==> src/hdl/pio_pkg.sv <==
//**************************************************************************
// PIO bus definitions.
// Bus word width, word type and the bank address map.
//**************************************************************************

`default_nettype none

package pio_pkg;

	// Address and data share one width.
	localparam int pio_nbits = 32;

	typedef logic [pio_nbits-1:0] pio_word_t;   // Bus address or data word.

	// Bus addresses are byte addresses.
	// Bits 1..0 are ignored and bits 11..2 index the word in a bank.
	localparam int bank_lsb       = 12;         // Lowest bit of the bank number.
	localparam int bank_sel_nbits = 2;          // Bank number is bits 13..12.

	// Any set bit above this one is an unmapped access.
	localparam int pio_map_msb = bank_lsb + bank_sel_nbits - 1;

endpackage

`default_nettype wire

==> src/hdl/tbl_pkg.sv <==
//**************************************************************************
// Lookup table geometry.
// Entry width, depth per bank, bank count and matching types.
//**************************************************************************

`default_nettype none

package tbl_pkg;

	localparam int tbl_width       = 20;        // Bits per table entry.
	localparam int tbl_depth_nbits = 10;        // 1024 entries per bank.

	// Bank count follows the bank index field of the bus address.
	localparam int num_banks = 1 << pio_pkg::bank_sel_nbits;

	typedef logic [tbl_width-1:0]       tbl_data_t;   // One table entry.
	typedef logic [tbl_depth_nbits-1:0] tbl_addr_t;   // Entry index in a bank.

	// Bank number as carried on the bus.
	typedef logic [pio_pkg::bank_sel_nbits-1:0] bank_idx_t;

endpackage

`default_nettype wire

==> src/hdl/pio_decode.sv <==
//**************************************************************************
// PIO address decoder.
// One-hot bank select for mapped accesses, flags for unmapped ones.
//**************************************************************************

`timescale 1ns/1ps
`default_nettype none

module pio_decode (
	input  wire pio_pkg::pio_word_t        reg_addr,
	input  wire logic                      reg_rd,
	input  wire logic                      reg_wr,
	output      logic [tbl_pkg::num_banks-1:0] bank_ms,
	output      tbl_pkg::bank_idx_t        req_bank,
	output      logic                      unmapped_rd,
	output      logic                      unmapped_wr
);

	import pio_pkg::*;
	import tbl_pkg::*;

	logic mapped;                                 // No address bit above the map.
	logic req;                                    // Any bus request this cycle.

	assign mapped = ~|reg_addr[pio_nbits-1:pio_map_msb+1];
	assign req    = reg_rd | reg_wr;

	// Bank number straight from the address field.
	assign req_bank = reg_addr[bank_lsb +: bank_sel_nbits];

	// One select per bank, only for a mapped request.
	always_comb begin
		for (int i = 0; i < num_banks; i++) begin
			bank_ms[i] = req & mapped & (req_bank == bank_idx_t'(i));
		end
	end

	// Unmapped accesses still need an answer.
	assign unmapped_rd = reg_rd & ~mapped;
	assign unmapped_wr = reg_wr & ~mapped;

endmodule

`default_nettype wire

==> config.mk <==
export PLATFORM = sky130hd
export DESIGN_NAME = pio_decode
export DESIGN_NICKNAME = d
export VERILOG_FILES = /design/src/hdl/pio_pkg.sv /design/src/hdl/tbl_pkg.sv /design/src/hdl/pio_decode.sv
export SDC_FILE = /design/constraint.sdc
export NUM_CORES = 1
export LEC_CHECK = 0
export ABC_AREA = 1
export BUFFER_PORTS_ARGS = -buffer_cell sky130_fd_sc_hd__buf_2
export CORE_AREA = 5 5 42 44
export DETAILED_ROUTE_END_ITERATION = 12
export DIE_AREA = 0 0 47 49
export GPL_TIMING_DRIVEN = 0
export MAX_ROUTING_LAYER = met4
export PLACE_DENSITY = 0.49
export SLEW_MARGIN = 20
export SYNTH_ARGS = -nofsm -noshare
export SYNTH_HDL_FRONTEND = slang
export SYNTH_SLANG_ARGS = --single-unit
==> constraint.sdc <==
create_clock -name vclk -period 2.2
set_clock_uncertainty 0.05 [all_clocks]
set_input_delay 0.66 -clock vclk [all_inputs]
set_output_delay 0.66 -clock vclk [all_outputs]
set_load 0.02 [all_outputs]
## Yosys cells after proc, flatten, opt, wreduce, memory -nomap -nowiden

Cells that the tools add are included.

- Logic and storage cells: 14
- Register bits after elaboration: 0
- Bits of input ports: 34

- Eq/ne operators: 3
- Bitwise gates (word level): 8
- Reduce and logical (&&, ||, !) cells: 3

Operators by type and width:

| operator | count |
|---|---|
| OR reduction 18 bit | 1 |
| AND 1 bit | 7 |
| equality test 2 bit (second input constant) | 2 |
| equality test 2 x 1 -> 1 bit (second input constant) | 1 |
| logical NOT 2 bit | 1 |
| logical NOT 1 bit | 1 |
| bitwise OR 1 bit | 1 |

## Depth between registers and ports, before layout

Gate-level depths: netlist of run 1.

- Word-level depth: 4
- Mapped depth: 6
- Depth with buffers taken out: 6

## Worst setup path after synthesis of run 1

No wires, ideal clock.

- Path type: input port to output port
- From: input reg_addr[17]
- To: output bank_ms[0] in the netlist's numbering
- Buffers on the path: 0
- Arrival: 1444 ps
- Required time: 1490 ps
- Stages: 4
- Setup slack: 46 ps
- Path through: or2_1 nor2_2 nand4_2 nor2_1

- Cells in the longest elaborated chain, start to end: 4

RTL lines:

| item | RTL line | source |
|---|---|---|
| start, declared | pio_decode.sv:10 | `input wire pio_pkg::pio_word_t reg_addr,` |
| OR reduction 18 bit | pio_decode.sv:25 | `assign mapped = ~\|reg_addr[pio_nbits-1:pio_map_msb+1];` |
| logical NOT 1 bit | pio_decode.sv:25 |  |
| AND 1 bit (2 in a row) | pio_decode.sv:34 | `bank_ms[i] = req & mapped & (req_bank == bank_idx_t'(i));` |
| end, declared | pio_decode.sv:13 | `output logic [tbl_pkg::num_banks-1:0] bank_ms,` |

No other way between the ends.

## Worst setup path in the final report of run 1

- From: input reg_addr[16]
- To: output bank_ms[3] in the netlist's numbering

The elaborated chain is that of the path after synthesis.

==> impl_metrics.tcl, run 1 <==
set metrics [dict create \
    finalPower_mw 0.0520 \
    timing.fmax_mhz 456 \
    final_antenna_net_count 0 \
    rows 14 \
    utilization 0.295 \
    synth_seq_area_share 0 \
    place_congestion 0.598 \
    path_depth 6 \
    min_path_type "primary input to output pin" \
    yosysTopAreaCell "nor2_1" \
    grt_overflow_total 0 \
    wire_per_inst_um 7.74 \
    setup_viol 0 \
    fin_cells 80 \
    ys_warn_count 0 \
    p_int_mw 0.0286 \
    ys_types 9 \
    hold_path_depth 4 \
    p_leak_nw 0.229 \
    seqCellArea_um2 0 \
    min_period_ps 2190 \
    rsz0062_at_grt "true" \
    start_util 0.112 \
    clkbuf_count 0 \
    grt_pass1_wl_um 848 \
    finalWorstSetupSlack_ps 7.19 \
    area_growth_pct 162 \
    crit_type "primary input to output pin" \
    slowest_delay_ps 240 \
    flops_and_latches 0 \
    place_ws_ps -74.4 \
    post-place-cells 80 \
    swShare 0.450 \
    path_buf_inv 2 \
    n_antenna_cell 0 \
    cts_setup_buffers 0 \
    fillers 172 \
    drive_above_1_share 0.703 \
    arrival_ps 1480 \
    syn-num-nets 68 \
    vias 299 \
    tightest_slew_ps 132 \
    fin_nets 100 \
    final_max_slew_viol_count 0 \
    startpoint_type "primary input" \
    synth_top_cells_by_area "nor2_1, nand2_1, buf_4, inv_1, nand4_2" \
    ios 42 \
    synthCells 34 \
    firstDrtPassIters 1 \
    grt_pass1_vias 243 \
    hold_ws_ps 1580 \
    crit_family "simple AND/OR/NAND/NOR gates" \
    maxCapViolCount 0 \
    mostFrequentLayoutCell "buf_2" \
    syn_area_um2 158 \
    cp_slowest_cell "or2_4" \
    avgSynthCellArea_um2 4.64 \
    seqPwrFrac 0 \
    dieArea_um2 2300 \
    fin_crit_sh 0.997 \
    dieHeight_um 49 \
    drc 0 \
    maxSlewHeadroom 0.912 \
    grt.total_usage 0.0453 \
    final-hold-violation-count 0 \
    critPathMaxFanout 4 \
    clkPwrFrac 0 \
    required_ps 1490 \
    die_w_um 47 \
    wirelength_um 619 \
    synth_top_area_share 0.286 \
    drt_iter0_drc 0 \
    end_kind "output pin" \
    comb_power_share 1.000 \
    layout_common_cells "buf_2, nand2_1, nor2_2, nor2_1, buf_6" \
    antenna_found_initial 0 \
    port_buffers 30 \
    grt_max_degree 5 \
    vias_per_cell 3.74 \
    multi_input_area_um2 176 \
    crit_chain "buf_6 > or2_4 > nor2_4 > nand4_4 > nor2_1 > buf_4" \
    power.switching_mw 0.0234 \
    core_um2 1400 \
    outcome "complete, no violations" \
    power_density_nw_per_um2 126 \
    vdd_drop_max_mv 0.0328 \
]
## cells by family after synthesis
| logic type | synth area share |
|---|---|
| buffers and inverters | 0.190 |
| AND/OR/NAND/NOR | 0.809 |
## synth_stat cells
library cell	instances
nor2_1	12
nand2_1	9
inv_1	4
buf_4	2
nor2_2	2
or2_1	2
and2_1	1
nand3_1	1
nand4_2	1
## worst paths after layout
kind	startpoint	end	slack, ps
setup / recovery	reg_addr[16]	bank_ms[3]	7
hold / removal	reg_wr	unmapped_wr	1580
## power by group through the flow
stage | registers (mW) | logic (mW) | clock network [mW]
3_3_place_gp | 0 | 0.0420 | 0
4_1_cts | 0 | 0.0438 | 0
2_1_floorplan | 0 | 0.0182 | 0
6_report | 0 | 0.0520 | 0
3_5_place_dp | 0 | 0.0425 | 0
5_1_grt | 0 | 0.0578 | 0
## area by class of cell
class | instances | share of cell area
buffer | 2 | 0.0364
multi-input combinational | 28 | 0.427
tap | 16 | 0.0485
timing repair buffer | 30 | 0.452
inverter | 4 | 0.0364
## metrics by stage
stage / area [µm²] / setup TNS [ps]
4_1_cts: 344 / -36.3
3_3_place_gp: 328 / -233
6_report: 413 / 0
2_1_floorplan: 158 / 0
3_5_place_dp: 328 / -260
5_1_grt: 413 / -259
## layer usage
metal / share of wire / GRT usage
met1: 0.33 / 0.0543
met2: 0.47 / 0.0814
met3: 0.21 / 0.00738
met4: 0 / 0
met5: 0 / -
## what timing repair did
item / 4_1_cts / 5_1_grt
pin swaps: 5 / 7
hold buffers: 0 / 0
endpoints found under the hold margin: 0 / 0
setup endpoints to repair: 5 / 6
gates cloned: 0 / 0
gates resized for setup: 5 / 18
No activity file was read; power rests on OpenSTA's default activity.
==> run 2: changes to the inputs <==
--- a/config.mk
+++ b/config.mk
@@ -13,6 +13,7 @@
 export GPL_TIMING_DRIVEN = 0
 export MAX_ROUTING_LAYER = met4
 export PLACE_DENSITY = 0.49
+export RECOVER_POWER = 25
 export SLEW_MARGIN = 20
 export SYNTH_ARGS = -nofsm -noshare
 export SYNTH_HDL_FRONTEND = slang
==> impl_metrics.tcl, run 2 (same netlist as run 1, synthesis figures left out) <==
set metrics [dict create \
    maxCapViolCount 0 \
    drive_above_1_share 0.688 \
    ios 42 \
    grt_pass1_vias 243 \
    area_growth_pct 161 \
    final-hold-violation-count 0 \
    drc 0 \
    rows 14 \
    maxSlewHeadroom 0.831 \
    cp_slowest_cell "or2_4" \
    tightest_slew_ps 254 \
    postCtsHoldBufs 0 \
    clkbuf_count 0 \
    grt_pass1_wl_um 848 \
    dieHeight_um 49 \
    fin_setup_tns_ps 0 \
    timing.fmax_mhz 456 \
    wire_per_inst_um 7.76 \
    crit_chain "buf_6 > or2_4 > nor2_4 > nand4_4 > nor2_1 > buf_4" \
    min_period_ps 2190 \
    port_buffers 30 \
    die_w_um 47 \
    grt_max_degree 5 \
    critPathMaxFanout 4 \
    required_ps 1490 \
    flops_and_latches 0 \
    fin_nets 100 \
    firstDrtPassIters 1 \
    slowest_delay_ps 240 \
    antenna_found_initial 0 \
    core_um2 1400 \
    vdd_drop_max_mv 0.0325 \
    min_path_type "primary input to output pin" \
    cts_setup_buffers 0 \
    wirelength_um 621 \
    final_antenna_net_count 0 \
    grt.total_usage 0.0453 \
    setup_viol 0 \
    arrival_ps 1480 \
    fin_crit_sh 0.997 \
    dieArea_um2 2300 \
    outcome "complete, no violations" \
    p_leak_nw 0.226 \
    place_congestion 0.598 \
    drt_iter0_drc 0 \
    vias_per_cell 3.74 \
    start_util 0.112 \
    layout_common_cells "buf_2, nand2_1, nor2_2, nor2_1, buf_6" \
    grt_overflow_total 0 \
    power_density_nw_per_um2 126 \
    end_kind "output pin" \
    startpoint_type "primary input" \
    mostFrequentLayoutCell "buf_2" \
    crit_type "primary input to output pin" \
    seqCellArea_um2 0 \
    hold_ws_ps 1580 \
    rsz0062_at_grt "true" \
    final_max_slew_viol_count 0 \
    n_antenna_cell 0 \
    vias 299 \
]
[run 2: worst paths after layout]
check                        start          end  slack (ps)  cells past startpoint
worst min-delay path        reg_wr  unmapped_wr        1580                      4
worst max-delay path  reg_addr[16]   bank_ms[3]           7                      6
[run 2: critical path, delay by kind of cell]
family	cells	cell delay [ps]
and+or+nand+nor	4	580
buffers and inverters	2	240
[run 2: what timing repair did]
action | CTS | global route
endpoints found under the setup margin | 5 | 6
resized for setup | 5 | 18
pin swaps | 5 | 7
[run 2: area by class of cell]
class | count | area (µm²)
buffer | 2 | 15.0
fill | 173 | 990
inverter | 4 | 15.0
multi-input combinational | 28 | 176
tap | 16 | 20.0
timing repair buffer | 30 | 185
[run 2: where the power goes]
group	switching, mW	internal [mW]
combinational	0.0234	0.0283
sequential	0	0
clock	0	0
total	0.0234	0.0283
[run 2: metrics by stage]
step	power, mW	setup slack [ps]	instance area (µm²)	std cells	util
after floorplan	0.0182	46.4	158	34	-
after global placement	0.0420	-59.6	328	80	0.234
after detailed placement	0.0425	-74.4	328	80	0.234
after CTS	0.0438	-28.4	344	80	0.246
after global routing	0.0576	-55.3	412	80	0.294
final	0.0518	7.19	412	80	0.294
[run 2: metal layers]
| metal | vias to the layer above | routed length (µm) | global-route usage |
|---|---|---|---|
| li1 | 159 | - | - |
| met1 | 122 | 203 | 0.0543 |
| met2 | 18 | 289 | 0.0814 |
| met3 | 0 | 129 | 0.00738 |
| met4 | 0 | 0 | 0 |
| met5 | - | 0 | - |
