--- src/hdl/pio_pkg.sv ---
//**************************************************************************
// PIO bus definitions.
// Bus word width, word type and the bank address map.
//**************************************************************************

`default_nettype none

package pio_pkg;

	// Address and data share one width.
	localparam int pio_nbits = 32;

	typedef logic [pio_nbits-1:0] pio_word_t;   // Bus address or data word.

	// Bus addresses are byte addresses.
	// Bits 1..0 are ignored and bits 11..2 index the word in a bank.
	localparam int bank_lsb       = 12;         // Lowest bit of the bank number.
	localparam int bank_sel_nbits = 2;          // Bank number is bits 13..12.

	// Any set bit above this one is an unmapped access.
	localparam int pio_map_msb = bank_lsb + bank_sel_nbits - 1;

endpackage

`default_nettype wire

--- src/hdl/tbl_pkg.sv ---
//**************************************************************************
// Lookup table geometry.
// Entry width, depth per bank, bank count and matching types.
//**************************************************************************

`default_nettype none

package tbl_pkg;

	localparam int tbl_width       = 20;        // Bits per table entry.
	localparam int tbl_depth_nbits = 10;        // 1024 entries per bank.

	// Bank count follows the bank index field of the bus address.
	localparam int num_banks = 1 << pio_pkg::bank_sel_nbits;

	typedef logic [tbl_width-1:0]       tbl_data_t;   // One table entry.
	typedef logic [tbl_depth_nbits-1:0] tbl_addr_t;   // Entry index in a bank.

	// Bank number as carried on the bus.
	typedef logic [pio_pkg::bank_sel_nbits-1:0] bank_idx_t;

endpackage

`default_nettype wire

--- src/hdl/pio_resp_merge.sv ---
//**************************************************************************
// PIO response merger.
// Forwards the addressed bank's answer, answers unmapped accesses itself.
//**************************************************************************

`timescale 1ns/1ps
`default_nettype none

module pio_resp_merge (
	input  wire logic                      clk,
	input  wire logic                      arst_n,
	input  wire logic                      clk_div,
	input  wire logic [tbl_pkg::num_banks-1:0] bank_ms,
	input  wire tbl_pkg::bank_idx_t        req_bank,
	input  wire logic                      unmapped_rd,
	input  wire logic                      unmapped_wr,
	input  wire logic [tbl_pkg::num_banks-1:0] bank_ack,
	input  wire pio_pkg::pio_word_t [tbl_pkg::num_banks-1:0] bank_rdata,
	output      logic                      mem_ack,
	output      pio_pkg::pio_word_t        mem_rdata
);

	import tbl_pkg::*;

	bank_idx_t bank_q;                            // Last mapped bank.
	logic      unm_pend;                          // Last request was unmapped.
	logic      n_unm_ack;                         // Unmapped ack pending the strobe.
	logic      unm_ack;
	logic      mapped_req;
	logic      unm_req;

	assign mapped_req = |bank_ms;
	assign unm_req    = unmapped_rd | unmapped_wr;

	always_ff @(posedge clk or negedge arst_n) begin
		if (!arst_n) begin
			bank_q    <= '0;
			unm_pend  <= 1'b0;
			n_unm_ack <= 1'b0;
			unm_ack   <= 1'b0;
		end else begin
			if (mapped_req)
				bank_q <= req_bank;
			if (unm_req)
				unm_pend <= 1'b1;
			else if (mapped_req)
				unm_pend <= 1'b0;
			// Same strobe timing as a bank.
			if (unm_req)
				n_unm_ack <= 1'b1;
			else if (clk_div)
				n_unm_ack <= 1'b0;
			if (clk_div)
				unm_ack <= n_unm_ack;
		end
	end

	// Unmapped reads return zero.
	assign mem_ack   = unm_pend ? unm_ack : bank_ack[bank_q];
	assign mem_rdata = unm_pend ? '0 : bank_rdata[bank_q];

endmodule

`default_nettype wire

--- config.mk ---
export PLATFORM = sky130hd
export DESIGN_NAME = pio_resp_merge
export DESIGN_NICKNAME = d
export VERILOG_FILES = /design/src/hdl/pio_pkg.sv /design/src/hdl/tbl_pkg.sv /design/src/hdl/pio_resp_merge.sv
export SDC_FILE = /design/constraint.sdc
export NUM_CORES = 1
export LEC_CHECK = 0
export BUFFER_PORTS_ARGS = -buffer_cell sky130_fd_sc_hd__buf_2
export CAP_MARGIN = 30
export CORE_ASPECT_RATIO = 0.5
export CORE_UTILIZATION = 30
export DETAILED_ROUTE_END_ITERATION = 6
export PLACE_DENSITY = 0.87
export SYNTH_ARGS = -nofsm -noshare
export SYNTH_HDL_FRONTEND = slang
export SYNTH_SLANG_ARGS = --single-unit
--- constraint.sdc ---
create_clock -name clk -period 2.7 [get_ports clk]
set_clock_uncertainty 0.2 [all_clocks]
set_input_delay 0.27 -clock clk [delete_from_list [all_inputs] [get_ports clk]]
set_output_delay 0.27 -clock clk [all_outputs]
set_load 0.02 [all_outputs]
## After elaboration in Yosys (flattened, before gate mapping)

Cells that the tools add are included.

| word-level totals | value |
|---|---|
| register bits after elaboration | 5 |
| word-level logic and storage cells | 19 |
| input port bits | 143 |
| output and inout bits | 33 |

| cells by class | value |
|---|---|
| magnitude comparators | 1 |
| muxes and demuxes | 10 |
| reductions and logical operators | 3 |
| bitwise logic cells | 1 |

Operator list:

| kind | count |
|---|---|
| binary-select mux 32 bit (select 2 bit) | 1 |
| 2-to-1 mux 32 bit | 2 |
| 2-to-1 mux 1 bit | 6 |
| nonzero test 2 bit | 2 |
| OR reduction 4 bit | 1 |
| less-than comparator 2 x 3 -> 1 bit, second input constant | 1 |
| binary-select mux 1 bit (select 2 bit) | 1 |
| bitwise OR 1 bit | 1 |

## Logic depth before layout (Yosys ltp)

Gate-level depths: netlist of the first run.

| depth | value |
|---|---|
| depth in word-level cells | 3 |
| mapped depth | 5 |
| gate-level depth less buffers | 3 |

## Worst setup path after synthesis of the first run

No wires, ideal clock.

| timing | value |
|---|---|
| path type | flip-flop to output port |
| from | register bank_q[0] |
| to | output port mem_ack |
| path slack | 0.819 ns |
| data arrival time | 1.411 ns |
| stages on the path, launching flop included | 6 |
| buffers on the path | 2 |
| required time | 2.230 ns |
| cells stage by stage | dfrtp_1 -> buf_6 -> buf_8 -> nor2b_1 -> a2111oi_0 -> a311oi_1 |

| between the ends | value |
|---|---|
| cells in the longest elaborated chain, start to end | 3 |

RTL lines:

| what | line | text |
|---|---|---|
| start: declaration | pio_resp_merge.sv:25 | `bank_idx_t bank_q;` |
| start signal: assignment | pio_resp_merge.sv:43 | `bank_q <= req_bank;` |
| binary-select mux 1 bit (select 2 bit) | pio_resp_merge.sv:59 | `assign mem_ack = unm_pend ? unm_ack : bank_ack[bank_q];` |
| 2-to-1 mux 1 bit (implied by the code) | pio_resp_merge.sv:59 |  |
| 2-to-1 mux 1 bit | pio_resp_merge.sv:59 |  |
| end: declaration | pio_resp_merge.sv:19 | `output logic mem_ack,` |

No other way between the ends. The select of a mux whose other input is x is not followed.

## Worst setup path in the final report of the first run

| timing | value |
|---|---|
| from | register bank_q[0] |
| to | output port mem_rdata[3] |

| between the ends | value |
|---|---|
| cells in the longest elaborated chain, start to end | 3 |

RTL lines:

| what | line | text |
|---|---|---|
| binary-select mux 32 bit (select 2 bit) | pio_resp_merge.sv:60 | `assign mem_rdata = unm_pend ? '0 : bank_rdata[bank_q];` |
| 2-to-1 mux 32 bit (implied by the code) | pio_resp_merge.sv:60 |  |
| 2-to-1 mux 32 bit | pio_resp_merge.sv:60 |  |
| end: declaration | pio_resp_merge.sv:20 | `output pio_pkg::pio_word_t mem_rdata` |

No other way between the ends. The select of a mux whose other input is x is not followed.

==> results.toml, run 1 <==
[run_status]
status = "finished, final reports clean"

[timing]
max_clock_freq_mhz = 429.2
hold_viol_final = 0
relSlewSlack = 0.5982
rsz0062_at_grt = "no"
drv_slew = 0
layout_min_cycle_time_ns = 2.330
setup_violations = 0
period_share = 0.8629
finalSetupTns_ns = 0
worst_slew_pin_slew_ns = 0.6027

[clocking]
postCtsSetupBuffers = 0
cts_resized = 0
cts_tree = "done"
cts_hold_buf = 1
clk_pin_slew_ns = 0.04
htree_levels = 1
cts.sinks = 5
insertion_delay_ns = 0.22
cts_inserted_buffers = 3
cts_root_buffer = "clkbuf_8"
cts_max_path_buffers = 2

[critical_path]
cpPeakStageDelay_ns = 0.62
crit_path_start = "bank_q[0]$_DFFE_PN0P_"
required_ns = 2.23
path_class = "reg2out"
r2r-end = "bank_q[1]$_DFFE_PN0P_"
cp.buffers_inverters = 2
reg2reg_from = "bank_q[1]$_DFFE_PN0P_"
critical_path.top_delay_family = "multiplexers"
r2r_slack_ns = 1.42
reg2reg_depth = 1
cp-end-kind = "output port"
cpMaxStageDelayCell = "mux4_1"
critPathMaxFanout = 22
critical_path.cell_chain = "buf_4 > mux4_1 > and2_1 > buf_2"
worst_ep_arrival_time_ns = 1.86
critical_path.startpoint_type = "flip-flop"

[power_and_ir_drop]
p_sw_uw = 176.9
p_leak_nw = 1.192
p_clk_frac = 0.247
p_sw_frac = 0.3176
p_seq_frac = 0.157
power_frac_comb = 0.595
ir_drop_uv = 120.0
internal_power_uw = 380.2
powerDensity_mw_per_mm2 = 252.3

[route]
drt-vias-per-instance = 4.811
wl_per_cell_um = 15.50
routed.top_layer = "met4"
ant_nets = 0
totalWireLength_um = 4990
wl_met2_um = 2620
drtIter0Drc = 41
met1Wirelength_um = 2052
dr_wl_met3_um = 279
drc_errors = 0
drt_first_pass_iters = 4
vias = 1549

[placed_design]
placed_area_mm2 = 0.002153
hpwl_um = 4329
portBuffers = 175
dp.cells = 317
globalplace.congestion = 0.8183

[floorplan]
die_h_um = 47.90
start_util = 0.3188
pin_count = 176
die_x_um = 93.79
rows = 16
core_area_mm2 = 0.003964
die_area_mm2 = 0.004492

[synth]
netlist_area_mm2 = 0.001264
syn_avg_cell_area_um2 = 13.30
synth.most_common_cell = "and2_1"
syn-instance-count = 95
synthesis.nets = 238
ys.flop_type = "dfrtp_1"
synth-seq-area-share = 0.09901
async_flop_share = 1.000
synth_common_cells = "and2_1 (32), mux4_2 (27), dfrtp_1 (5), mux4_1 (5), buf_2 (4)"
synth_top_area_cell = "mux4_2"
synth_edf_count = 0
synth_top_cell_area_share = 0.4812
yosys-top-cells-area = "mux4_2 (48%), and2_1 (16%), mux4_1 (10%)"
ys_ff_latch = 5
ys_warn_count = 0
synth_cell_types = 19

[cells_and_area]
stdcell_area_mm2 = 0.002208
drive_gt1_frac = 0.7948
finalNonFillerCells = 322
nets = 412
antenna_cells = 0
areaGrowthSynthToFinish_pct = 74.75

[global_routing]
grt_start_max_net_pins = 23
first_global_vias = 1436
gr-total-overflow = 0
grt_pass1_wl_um = 6693
antenna_found_initial = 0
track_usage = 0.1993

[min_path]
hp-start = "unmapped_wr"
whs_endpoint = "unm_pend$_DFFE_PN0P_"
hold_class = "in2reg"
whs_path_depth = 3

[job]
maxCapViolCount = 0
==> through the flow <==
stage               hold WS [ns]  setup slack [ns]  power (mW)  utilization
finish                   0.04998            0.3702      0.5571       0.5571
CTS                      0.04786            0.3515      0.5629       0.5571
floorplan                -0.2256            0.8190      0.2811            -
global placement         -0.1143            0.6321      0.4080       0.5432
global route             0.05071            0.2635      0.5919       0.5571
detailed placement       -0.1105            0.5863      0.4191       0.5432
==> worst max path at each step <==
stage                         endpoint  slack [ns]  depth (start not counted)
after floorplan                mem_ack        0.82                          5
final                     mem_rdata[3]        0.37                          4
after global routing      mem_rdata[3]        0.26                          4
after global placement    mem_rdata[3]        0.63                          4
after detailed placement  mem_rdata[3]        0.59                          4
after CTS                 mem_rdata[3]        0.35                          4
==> power groups by stage <==
stage / combinational (mW) / sequential, mW / clock (mW)
2_1_floorplan: 0.199 / 0.0823 / 0
3_3_place_gp: 0.320 / 0.0875 / 0
3_5_place_dp: 0.331 / 0.0884 / 0
4_1_cts: 0.333 / 0.0875 / 0.143
5_1_grt: 0.356 / 0.0880 / 0.148
6_report: 0.332 / 0.0876 / 0.138
==> registers in the layout, indices dropped and copies added, names as in the netlist <==
name,flops
bank_q,2
n_unm_ack,1
unm_ack,1
unm_pend,1
==> layer usage <==
layer,vias to the layer above,track usage
met1,756,0.2585
li1,733,-
met5,-,0
met4,0,0.05846
met3,6,0.04127
met2,54,0.3504
==> cell families after synthesis <==
family,Yosys count,share of synthesized area
simple gates,38,0.1802
mux,36,0.6198
buf+inv,13,0.08317
flops,5,0.09901
compound gates,3,0.01782
==> layout make-up <==
class | count | area, um^2
inverter | 2 | 7.507
sequential | 5 | 126.4
tap | 54 | 67.56
multi-input combinational | 77 | 1033
clock buffer | 4 | 45.04
fill | 342 | 1755
timing repair buffer | 180 | 928.4
==> cells in the final DEF, fill, tap and decap left out, types with 2 or more instances in the layout <==
cell type and count:
nand2_1 2, mux4_1 5, mux4_2 27, and2_1 32
buf_4 3, nor2_1 2, inv_1 2, mux2_2 3
clkbuf_8 3, buf_2 175, dfrtp_1 4
Power figures use the tool's default switching activity.
==> run 2, diff against run 1 <==
Settings changed: CORE_UTILIZATION 30 to 34, PLACE_DENSITY 0.87 to 0.95, REMOVE_ABC_BUFFERS from default to 1, TNS_END_PERCENT from default to 5.
==> results.toml, run 2 (synthesis gave the netlist of run 1 again) <==
[critical_path]
critical_path.cell_chain = "buf_4 > mux4_2 > and2_1 > buf_2"
worst_ep_arrival_time_ns = 1.97
critical_path.startpoint_type = "flip-flop"
reg2reg_from = "bank_q[1]$_DFFE_PN0P_"
cpPeakStageDelay_ns = 0.59
r2r_slack_ns = 1.26
path_class = "reg2out"
critPathMaxFanout = 14
r2r-end = "bank_q[1]$_DFFE_PN0P_"
cpMaxStageDelayCell = "dfrtp_2"
reg2reg_depth = 2
required_ns = 2.23
cp-end-kind = "output port"

[route]
drtIter0Drc = 33
ant_nets = 0
totalWireLength_um = 5037
drt_first_pass_iters = 4
drc_errors = 0
drt-vias-per-instance = 4.941
vias = 1581
wl_per_cell_um = 15.74

[clocking]
insertion_delay_ns = 0.22
cts_max_path_buffers = 2
postCtsSetupBuffers = 0
cts_root_buffer = "clkbuf_8"
htree_levels = 1
cts_inserted_buffers = 3
cts_tree = "done"
clk_pin_slew_ns = 0.03
cts.sinks = 5

[floorplan]
rows = 15
die_h_um = 45.11
pin_count = 176
core_area_mm2 = 0.003491
start_util = 0.3620
die_area_mm2 = 0.003980
die_x_um = 88.22

[timing]
hold_ws_ns = 0.04949
drv_slew = 0
finalSetupTns_ns = 0
worst_slew_pin_slew_ns = 0.5765
setup_violations = 0
layout_min_cycle_time_ns = 2.440
relSlewSlack = 0.6121
max_clock_freq_mhz = 409.8
period_share = 0.9039
hold_viol_final = 0
rsz0062_at_grt = "no"

[cells_and_area]
largest_reg_flops = 2
finalNonFillerCells = 320
largest-register = "bank_q"
final_cell_mix = "buf_2 (175), and2_1 (32), mux4_2 (27)"
final_common_cell = "buf_2"
drive_gt1_frac = 0.7955
nets = 413
antenna_cells = 0
areaGrowthSynthToFinish_pct = 75.05

[run_status]
status = "finished, final reports clean"

[placed_design]
portBuffers = 175
hpwl_um = 4514
globalplace.congestion = 0.8108
dp.cells = 315

[global_routing]
track_usage = 0.2565
gr-total-overflow = 0
grt_pass1_wl_um = 7603
grt_start_max_net_pins = 25
antenna_found_initial = 0
first_global_vias = 1643

[power_and_ir_drop]
ir_drop_uv = 195.1
p_leak_nw = 1.196
power.total_uw = 555.9
powerDensity_mw_per_mm2 = 251.3

[min_path]
hp-start = "unmapped_rd"
hold_class = "in2reg"
whs_endpoint = "unm_pend$_DFFE_PN0P_"
whs_path_depth = 3

[job]
maxCapViolCount = 0
-- run 2: final cells by class --
cell class	count	area (um^2)
fillers	309	1279
multi-input cells	77	1033
repair buffers	181	935.9
flip-flops and latches	5	126.4
well taps	51	63.81
clock buffers	4	45.04
inverters	2	7.507
-- run 2: power by group --
part	switching, mW	internal [mW]
clock network	0.0349	0.101
registers	0.0123	0.0800
logic	0.128	0.200
-- run 2: critical path: cells and delay by family, from the launching register on --
kind                   cells  cell delay (ns)
AND/OR/NAND/NOR            1             0.17
flip-flops                 1             0.59
buffers and inverters      2             0.47
multiplexers               1             0.52
-- run 2: repair_timing --
item,CTS,global route
endpoints found under the hold margin,5,0
resized for setup,0,0
hold buffers,1,0
-- run 2: worst max path at each step --
stage	startpoint	end	slack, ns	cells past startpoint
after global routing	bank_q[0]$_DFFE_PN0P_	mem_rdata[4]	0.11	4
after floorplan	bank_q[0]$_DFFE_PN0P_	mem_ack	-0.14	2
after global placement	bank_q[0]$_DFFE_PN0P_	mem_rdata[11]	0.51	4
final	bank_q[0]$_DFFE_PN0P_	mem_rdata[10]	0.26	4
after CTS	bank_q[0]$_DFFE_PN0P_	mem_rdata[10]	0.23	4
after detailed placement	bank_q[0]$_DFFE_PN0P_	mem_rdata[30]	0.46	4
-- run 2: layer usage --
metal	track usage	vias to the layer above	wire length, um
met1	0.2849	748	1865
li1	-	736	-
met2	0.4754	77	2709
met5	0	-	0
met4	0.1065	0	159
met3	0.07313	20	302
-- run 2: stage by stage --
step,setup WS (ns),area [um^2],util
6_report,0.2596,2212,0.6337
5_1_grt,0.1085,2212,0.6337
4_1_cts,0.2265,2212,0.6337
3_5_place_dp,0.4640,2157,0.6179
3_3_place_gp,0.5137,2157,0.6179
2_1_floorplan,-0.1400,1166,-
